[src/bstbuf_cfg.svh]
`ifndef BSTBUF_CFG_SVH
`define BSTBUF_CFG_SVH

//----------------------------------------------------------------------------
// Stream side
`define BST_DWIDTH      8       // Word width
`define BST_IDEPTH      16      // Input FIFO words
`define BST_ODEPTH      16      // Output FIFO words

//----------------------------------------------------------------------------
// Memory side
`define BST_AWIDTH      6       // Ring of 64 words
`define BST_BWIDTH      4       // Burst count field

// Longest burst in words
// Has to fit in BST_BWIDTH bits and divide the ring size evenly
`define BST_BURST_MAX   8

`endif
[src/mm_pkg.sv]
`default_nettype none
`include "bstbuf_cfg.svh"

package mm_pkg;

    // Words in the ring, i.e. the whole external address space
    localparam int unsigned RING_WORDS = 1 << `BST_AWIDTH;

    typedef logic [`BST_AWIDTH-1:0] addr_t;     // Word address
    typedef logic [`BST_BWIDTH-1:0] bcnt_t;     // Burst length in words

endpackage

`default_nettype wire

[src/stream_pkg.sv]
`default_nettype none
`include "bstbuf_cfg.svh"

package stream_pkg;

    // Deeper of the two FIFOs, sets the level width
    localparam int unsigned LEVEL_MAX =
        (`BST_IDEPTH > `BST_ODEPTH) ? `BST_IDEPTH : `BST_ODEPTH;

    typedef logic [`BST_DWIDTH-1:0]           word_t;     // One stream word
    typedef logic [$clog2(LEVEL_MAX + 1)-1:0] level_t;    // 0 .. LEVEL_MAX inclusive

endpackage

`default_nettype wire

[src/ds_mm_burst_buffer.sv]
`timescale 1ns/10ps
`default_nettype none
`include "bstbuf_cfg.svh"

module ds_mm_burst_buffer (
    input  wire logic               clk,
    input  wire logic               i_rst,
    // Input stream
    input  wire stream_pkg::word_t  i_dat,
    input  wire logic               i_val,
    output logic                    i_rdy,
    // Output stream
    output stream_pkg::word_t       o_dat,
    output logic                    o_val,
    input  wire logic               o_rdy,
    // Burst memory bus
    output mm_pkg::addr_t           o_m_addr,
    output mm_pkg::bcnt_t           o_m_bcnt,
    output logic                    o_m_wreq,
    output stream_pkg::word_t       o_m_wdat,
    output logic                    o_m_rreq,
    input  wire stream_pkg::word_t  i_m_rdat,
    input  wire logic               i_m_rval,
    input  wire logic               i_m_busy
);
    import stream_pkg::*;

    //------------------------------------------------------------------------
    // Links between the FIFOs and the controller
    word_t  wr_dat;     // Input FIFO head
    logic   wr_val;
    logic   wr_rdy;
    level_t wr_level;
    word_t  rd_dat;     // Read return into output FIFO
    logic   rd_val;
    level_t rd_level;

    stream_fifo #(.DEPTH(`BST_IDEPTH)) u_in_fifo (
        .clk     (clk),
        .i_rst   (i_rst),
        .i_dat   (i_dat),
        .i_val   (i_val),
        .i_rdy   (i_rdy),
        .o_dat   (wr_dat),
        .o_val   (wr_val),
        .o_rdy   (wr_rdy),
        .o_level (wr_level)
    );

    burst_ctrl u_burst_ctrl (
        .clk        (clk),
        .i_rst      (i_rst),
        .i_wr_dat   (wr_dat),
        .i_wr_val   (wr_val),
        .i_wr_level (wr_level),
        .o_wr_rdy   (wr_rdy),
        .o_rd_dat   (rd_dat),
        .o_rd_val   (rd_val),
        .i_rd_level (rd_level),
        .o_m_addr   (o_m_addr),
        .o_m_bcnt   (o_m_bcnt),
        .o_m_wreq   (o_m_wreq),
        .o_m_wdat   (o_m_wdat),
        .o_m_rreq   (o_m_rreq),
        .i_m_rdat   (i_m_rdat),
        .i_m_rval   (i_m_rval),
        .i_m_busy   (i_m_busy)
    );

    stream_fifo #(.DEPTH(`BST_ODEPTH)) u_out_fifo (
        .clk     (clk),
        .i_rst   (i_rst),
        .i_dat   (rd_dat),
        .i_val   (rd_val),
        .i_rdy   (),            // Room reserved before each read burst
        .o_dat   (o_dat),
        .o_val   (o_val),
        .o_rdy   (o_rdy),
        .o_level (rd_level)
    );

endmodule

`default_nettype wire

[src/burst_ctrl.sv]
`timescale 1ns/10ps
`default_nettype none
`include "bstbuf_cfg.svh"

module burst_ctrl (
    input  wire logic               clk,
    input  wire logic               i_rst,
    // Input FIFO pop side
    input  wire stream_pkg::word_t  i_wr_dat,
    input  wire logic               i_wr_val,
    input  wire stream_pkg::level_t i_wr_level,
    output logic                    o_wr_rdy,
    // Output FIFO push side
    output stream_pkg::word_t       o_rd_dat,
    output logic                    o_rd_val,
    input  wire stream_pkg::level_t i_rd_level,
    // Memory bus master
    output mm_pkg::addr_t           o_m_addr,
    output mm_pkg::bcnt_t           o_m_bcnt,
    output logic                    o_m_wreq,
    output stream_pkg::word_t       o_m_wdat,
    output logic                    o_m_rreq,
    input  wire stream_pkg::word_t  i_m_rdat,
    input  wire logic               i_m_rval,
    input  wire logic               i_m_busy
);
    import stream_pkg::*;
    import mm_pkg::*;

    localparam int unsigned BURST_MAX = `BST_BURST_MAX;
    localparam int unsigned FW        = `BST_AWIDTH + 1;

    typedef logic [FW-1:0] fill_t;      // 0 .. RING_WORDS

    typedef enum logic [1:0] {
        S_IDLE,
        S_WRITE,        // Write beats in flight
        S_RD_ISSUE,     // Read request until accepted
        S_RD_WAIT       // Collecting returned words
    } state_t;

    state_t         state;
    addr_t          wr_ptr;             // Next ring word to write
    addr_t          rd_ptr;             // Next ring word to read
    fill_t          stored;             // Words parked in the ring
    bcnt_t          beats;              // Beats left in this burst
    logic           prio_wr;            // Writes win the next tie
    level_t         rd_space;           // Free words in the output FIFO
    int unsigned    wr_len;
    int unsigned    rd_len;
    logic           wr_go;
    logic           rd_go;
    logic           take_wr;
    logic           wr_beat;
    logic           rd_beat;

    function automatic int unsigned min4(
        input int unsigned a,
        input int unsigned b,
        input int unsigned c,
        input int unsigned d
    );
        int unsigned m;
        m = a;
        if (b < m) m = b;
        if (c < m) m = c;
        if (d < m) m = d;
        return m;
    endfunction

    //------------------------------------------------------------------------
    // Burst sizing
    // Never past the ring end, never more than the output FIFO can take
    assign rd_space = level_t'(`BST_ODEPTH) - i_rd_level;

    always_comb begin
        wr_len  = min4(32'(i_wr_level), RING_WORDS - 32'(stored),
                       RING_WORDS - 32'(wr_ptr), BURST_MAX);
        rd_len  = min4(32'(stored), 32'(rd_space),
                       RING_WORDS - 32'(rd_ptr), BURST_MAX);
        wr_go   = (wr_len != 0);
        rd_go   = (rd_len != 0);
        take_wr = wr_go && (prio_wr || !rd_go);   // Alternate on ties
    end

    //------------------------------------------------------------------------
    // Bus side
    assign o_m_wreq = (state == S_WRITE) && i_wr_val;   // Level guarantees val
    assign o_m_wdat = i_wr_dat;                         // FIFO head is the beat
    assign o_wr_rdy = (state == S_WRITE) && !i_m_busy;  // Pop on completed beat
    assign wr_beat  = o_m_wreq && !i_m_busy;
    assign o_m_rreq = (state == S_RD_ISSUE);
    assign rd_beat  = (state == S_RD_WAIT) && i_m_rval;

    // Read return, space already reserved
    assign o_rd_val = rd_beat;
    assign o_rd_dat = i_m_rdat;

    always_ff @(posedge clk) begin
        if (i_rst) begin
            state   <= S_IDLE;
            wr_ptr  <= '0;
            rd_ptr  <= '0;
            stored  <= '0;
            beats   <= '0;
            prio_wr <= 1'b1;
        end else begin
            case (state)
                S_IDLE: begin
                    if (take_wr) begin
                        state   <= S_WRITE;
                        beats   <= bcnt_t'(wr_len);
                        prio_wr <= 1'b0;
                    end else if (rd_go) begin
                        state   <= S_RD_ISSUE;
                        beats   <= bcnt_t'(rd_len);
                        prio_wr <= 1'b1;
                    end
                end
                S_WRITE: begin
                    if (wr_beat) begin
                        beats <= beats - 1'b1;
                        if (beats == bcnt_t'(1)) begin          // Last beat
                            state  <= S_IDLE;
                            wr_ptr <= wr_ptr + addr_t'(o_m_bcnt);  // Wraps at ring end
                            stored <= stored + fill_t'(o_m_bcnt);
                        end
                    end
                end
                S_RD_ISSUE: begin
                    if (!i_m_busy)
                        state <= S_RD_WAIT;
                end
                S_RD_WAIT: begin
                    if (rd_beat) begin
                        beats <= beats - 1'b1;
                        if (beats == bcnt_t'(1)) begin          // Last word back
                            state  <= S_IDLE;
                            rd_ptr <= rd_ptr + addr_t'(o_m_bcnt);
                            stored <= stored - fill_t'(o_m_bcnt);
                        end
                    end
                end
                default: state <= S_IDLE;
            endcase
        end
    end

    // Address and length latched on the way out of idle
    always_ff @(posedge clk) begin
        if (state == S_IDLE) begin
            o_m_addr <= take_wr ? wr_ptr : rd_ptr;
            o_m_bcnt <= take_wr ? bcnt_t'(wr_len) : bcnt_t'(rd_len);
        end
    end

endmodule

`default_nettype wire

[src/stream_fifo.sv]
`timescale 1ns/10ps
`default_nettype none
`include "bstbuf_cfg.svh"

module stream_fifo #(
    parameter int unsigned DEPTH = `BST_IDEPTH
) (
    input  wire logic               clk,
    input  wire logic               i_rst,
    // Push side
    input  wire stream_pkg::word_t  i_dat,
    input  wire logic               i_val,
    output logic                    i_rdy,
    // Pop side
    output stream_pkg::word_t       o_dat,
    output logic                    o_val,
    input  wire logic               o_rdy,
    // Occupancy for burst sizing
    output stream_pkg::level_t      o_level
);
    import stream_pkg::*;

    localparam int unsigned PW = (DEPTH > 1) ? $clog2(DEPTH) : 1;

    word_t          mem [DEPTH];    // Storage, no reset
    logic [PW-1:0]  wr_ptr;
    logic [PW-1:0]  rd_ptr;
    level_t         count;          // Words held
    logic           push;
    logic           pop;

    // Pointer step with wrap at DEPTH, which need not be a power of two
    function automatic logic [PW-1:0] next_ptr(input logic [PW-1:0] p);
        return (p == PW'(DEPTH - 1)) ? '0 : p + 1'b1;
    endfunction

    //------------------------------------------------------------------------
    // Handshakes straight from the count
    assign i_rdy   = (count != level_t'(DEPTH));
    assign o_val   = (count != '0);
    assign push    = i_val & i_rdy;
    assign pop     = o_val & o_rdy;
    assign o_dat   = mem[rd_ptr];   // Head word, visible the cycle after its push
    assign o_level = count;

    always_ff @(posedge clk) begin
        if (i_rst) begin
            wr_ptr <= '0;
            rd_ptr <= '0;
            count  <= '0;
        end else begin
            if (push)
                wr_ptr <= next_ptr(wr_ptr);
            if (pop)
                rd_ptr <= next_ptr(rd_ptr);
            case ({push, pop})
                2'b10:   count <= count + 1'b1;
                2'b01:   count <= count - 1'b1;
                default: ;                      // None, or both at once
            endcase
        end
    end

    always_ff @(posedge clk) begin
        if (push)
            mem[wr_ptr] <= i_dat;
    end

endmodule

`default_nettype wire

[config.mk]
export PLATFORM = sky130hd
export DESIGN_NAME = ds_mm_burst_buffer
export DESIGN_NICKNAME = d
export VERILOG_FILES = /design/src/mm_pkg.sv /design/src/stream_pkg.sv /design/src/ds_mm_burst_buffer.sv /design/src/burst_ctrl.sv /design/src/stream_fifo.sv
export VERILOG_INCLUDE_DIRS = /design/src /design/src/src
export SDC_FILE = /design/constraint.sdc
export NUM_CORES = 1
export LEC_CHECK = 0
export ABC_CLOCK_PERIOD_IN_PS = 5770
export BUFFER_PORTS_ARGS = -buffer_cell sky130_fd_sc_hd__buf_2
export CORE_UTILIZATION = 51
export CTS_BUF_LIST = sky130_fd_sc_hd__clkbuf_2 sky130_fd_sc_hd__clkbuf_4 sky130_fd_sc_hd__clkbuf_8
export CTS_CLUSTER_DIAMETER = 100
export DETAILED_ROUTE_END_ITERATION = 16
export GPL_TIMING_DRIVEN = 0
export HOLD_SLACK_MARGIN = 0.05
export PLACE_DENSITY_LB_ADDON = 0.15
export SYNTH_ARGS = -nofsm -noshare
export SYNTH_HDL_FRONTEND = slang
export SYNTH_HIERARCHICAL = 1
export SYNTH_SLANG_ARGS = --single-unit
[constraint.sdc]
create_clock -name clk -period 5.77 [get_ports clk]
set_input_delay 0 -clock clk [delete_from_list [all_inputs] [get_ports clk]]
set_output_delay 0 -clock clk [all_outputs]
set_load 0.05 [all_outputs]
==> summary.txt <==
Setup path
  – Maximum fanout encountered on the critical timing path: 10
  – CP required: slightly above 6 ns
  – Category of the worst setup path launch point: flop
  – Arrival time worst endpoint: approximately 5.7 ns
  – Worst setup path class: flop to flop
  – Critical path capture point type: flop
  – Setup slack of the worst register-to-register path: ~0.41 ns
  – Depth of the most critical reg-to-reg path: 18

STA
  – Final critical-path required period: 5.36 ns
  – Hold Vio Cnt, Final: 0
  – Unrepaired setup endpoints after global routing: false
  – Max frequency: 0.187 GHz
  – Final-layout setup total negative slack: 0 ns
  – Setup-failing EPs final: 0
  – Final Cycle Share: 92.9%
  – Slew of the pin with the lowest slew margin: 1.19 ns
  – Final max-slew violation count: 0
  – Worst Clk Skew: 0.0259 ns
  – Worst relative slew slack: 20.5%
  – Hold Worst Slack: around 0.27 ns

Clocking
  – Clock tree from TritonCTS: built
  – Number of buffers on the longest clock path: 3
  – Level count of the clock H-tree: 2
  – Clock latency of the later-clocked register in the worst-skew pair: 0.58 ns
  – Clock-pin slew of the registers on the worst-case setup and hold paths: 0.06 ns
  – Clock Sink Count: 326
  – CTS Buf Count: 53
  – Cell at the root of the clock tree: sky130_fd_sc_hd__clkbuf_8

Floorplan
  – Row count: 63
  – Initial cell density of the core: about 52%
  – IO Pins: 52
  – Vert. Die Dim: 176 um
  – Area of the die: 31000 um2
  – Chip Width: 176 um
  – Core footprint: 29700 um2

Routing
  – Via Count: 8936
  – WL final: 31.4 mm
  – Number of remaining DRC errors: 0
  – Count of antenna-violating nets left after detailed routing: 0
  – Average detailed-routed wire length per instance: 19.8 um
  – Via density: 5.64
  – Number of detailed-routing iterations run before antenna repair: 5
  – Count of routing violations after the opening detailed-route iteration: 587

Cells and area
  – Number of nets in the final layout: approximately 1200
  – Storage element area: about 9200 um2
  – Area growth from synthesis to layout: 13.5%
  – Fillers: 2362
  – Antenna diode count: 0
  – Share of final-layout standard cells stronger than drive strength 1: 22.4%
  – Multi-input gate area in the final layout: 5690 um2

Hold path
  – Worst min-delay path category: primary input to flop
  – Hold Path Stages: 2

GRT
  – First-pass GRT wire length: 49.5 mm
  – Overall Global Routing Usage: 20.9%
  – Number of global-route vias before repair: 8999
  – Largest net degree at the start of global routing: 17
  – Number of antenna violations at the first check in global routing: 0
  – Total congestion overflow: 0

Placement
  – Number of input and output port buffers inserted: 43
  – HPWL after detailed placement: 21.4 mm
  – Routability congestion estimate: 0.862

Power
  – Reported leakage power: ~0.0062 uW
  – Power per Cell Area: 369 nW/um2
  – VDD IR-drop max: around 0.36 mV

Synth
  – Netlist Area Pre-Place: 15400 um2
  – Gate Count Post-Synth: 1024
  – Synthesized area divided by synthesized cell count: 15.1 um2
  – Yosys synthesis warning count: 6

Run status
  – Run status: complete, no violations

Run
  – Count of max-cap constraint violations: 0
-- worst max-delay path, stage by stage, from the launching register on --
cell	delay, ns
sky130_fd_sc_hd__dfxtp_1	0.37
sky130_fd_sc_hd__inv_1	0.23
sky130_fd_sc_hd__ha_1	0.33
sky130_fd_sc_hd__nand3_1	0.12
sky130_fd_sc_hd__xnor2_1	0.39
sky130_fd_sc_hd__ha_1	0.33
sky130_fd_sc_hd__a21oi_1	0.14
sky130_fd_sc_hd__o21ai_0	0.23
sky130_fd_sc_hd__nor2_1	0.19
sky130_fd_sc_hd__buf_1	0.44
sky130_fd_sc_hd__mux2i_1	0.26
sky130_fd_sc_hd__ha_1	0.26
sky130_fd_sc_hd__a211o_1	0.29
sky130_fd_sc_hd__a221o_1	0.37
sky130_fd_sc_hd__a31oi_4	0.29
sky130_fd_sc_hd__a221o_2	0.22
sky130_fd_sc_hd__buf_6	0.14
sky130_fd_sc_hd__buf_6	0.16
sky130_fd_sc_hd__mux2_2	0.33
-- registers in the layout, indices dropped and copies added (netlist names), 2 cells and up, named ones only --
register and cells:
u_burst_ctrl/o_m_addr 6, u_out_fifo/o_level 5, u_burst_ctrl/o_m_bcnt 4, u_burst_ctrl/wr_ptr 6
u_in_fifo/mem 128, u_out_fifo/wr_ptr 4, u_burst_ctrl/beats 4, u_out_fifo/mem 128
u_burst_ctrl/rd_ptr 6, u_in_fifo/wr_ptr 4, u_burst_ctrl/state 2, u_burst_ctrl/stored 7
u_in_fifo/o_level 5, u_out_fifo/rd_ptr 4, u_in_fifo/rd_ptr 4
-- worst paths after layout --
kind / start / to
worst max register to register: u_burst_ctrl/stored[1]$_SDFFE_PP0P_ / u_burst_ctrl/o_m_addr[2]$_DFFE_PP_
worst min-delay path: i_m_rdat[2] / u_out_fifo/mem[12][2]$_DFFE_PP_
worst min register to register: u_out_fifo/rd_ptr[0]$_SDFFE_PP0N_ / flop
worst max-delay path: u_burst_ctrl/stored[1]$_SDFFE_PP0P_ / u_burst_ctrl/o_m_addr[2]$_DFFE_PP_
-- power breakdown --
| group | switching [uW] | internal (uW) |
|---|---|---|
| clock | 897 | 1060 |
| sequential | 105 | 2660 |
| combinational | 1030 | 712 |
| total | 2030 | 4430 |
-- repair_timing --
item / 4_1_cts / 5_1_grt
endpoints found under the hold margin: 293 / 0
gates resized for setup: 0 / 0
buffers inserted: 0 / 0
hold buffers: 21 / 0
-- through the flow --
stage | power (uW) | cell area [um2] | instances | setup WS (ns) | util [%]
after floorplan | 4140 | 15400 | 1027 | 1.06 | -
after detailed placement | 4540 | 16300 | 1468 | 0.461 | 54.7
after global placement | 4520 | 16100 | 1460 | 0.501 | 54.3
final | 6460 | 17500 | 1584 | 0.412 | 58.9
after global routing | 6790 | 17500 | 1584 | 0.0336 | 58.9
after CTS | 6520 | 17500 | 1584 | 0.430 | 58.9
-- metal layers --
| layer | global-route usage, % | share of wire, % | wire (um) | up-vias |
|---|---|---|---|---|
| li1 | - | - | - | 4238 |
| met4 | 6.41 | 2.0 | 616 | 0 |
| met1 | 28.3 | 44 | 13900 | 4426 |
| met3 | 3.88 | 5.1 | 1610 | 49 |
| met2 | 34.4 | 49 | 15200 | 223 |
| met5 | 0 | 0 | 0 | - |
-- layout make-up --
type,count,share of cell area (%)
sequential,326,52.5
multi-input combinational,594,32.5
clock buffer,69,4.89
tap,390,2.79
timing repair buffer,72,2.77
buffer,65,2.61
clock inverter,26,1.06
inverter,42,0.900
-- placed cells by master (no fill, tap or decap), drive strengths merged, types with 31 or more instances in the layout --
master / instances
clkbuf: 85
ha: 58
o21ai: 31
dfxtp: 60
nand2: 39
nor2: 69
mux4: 80
buf: 100
inv: 42
a21oi: 40
edfxtp: 266
(Power assumes the default switching activity.)
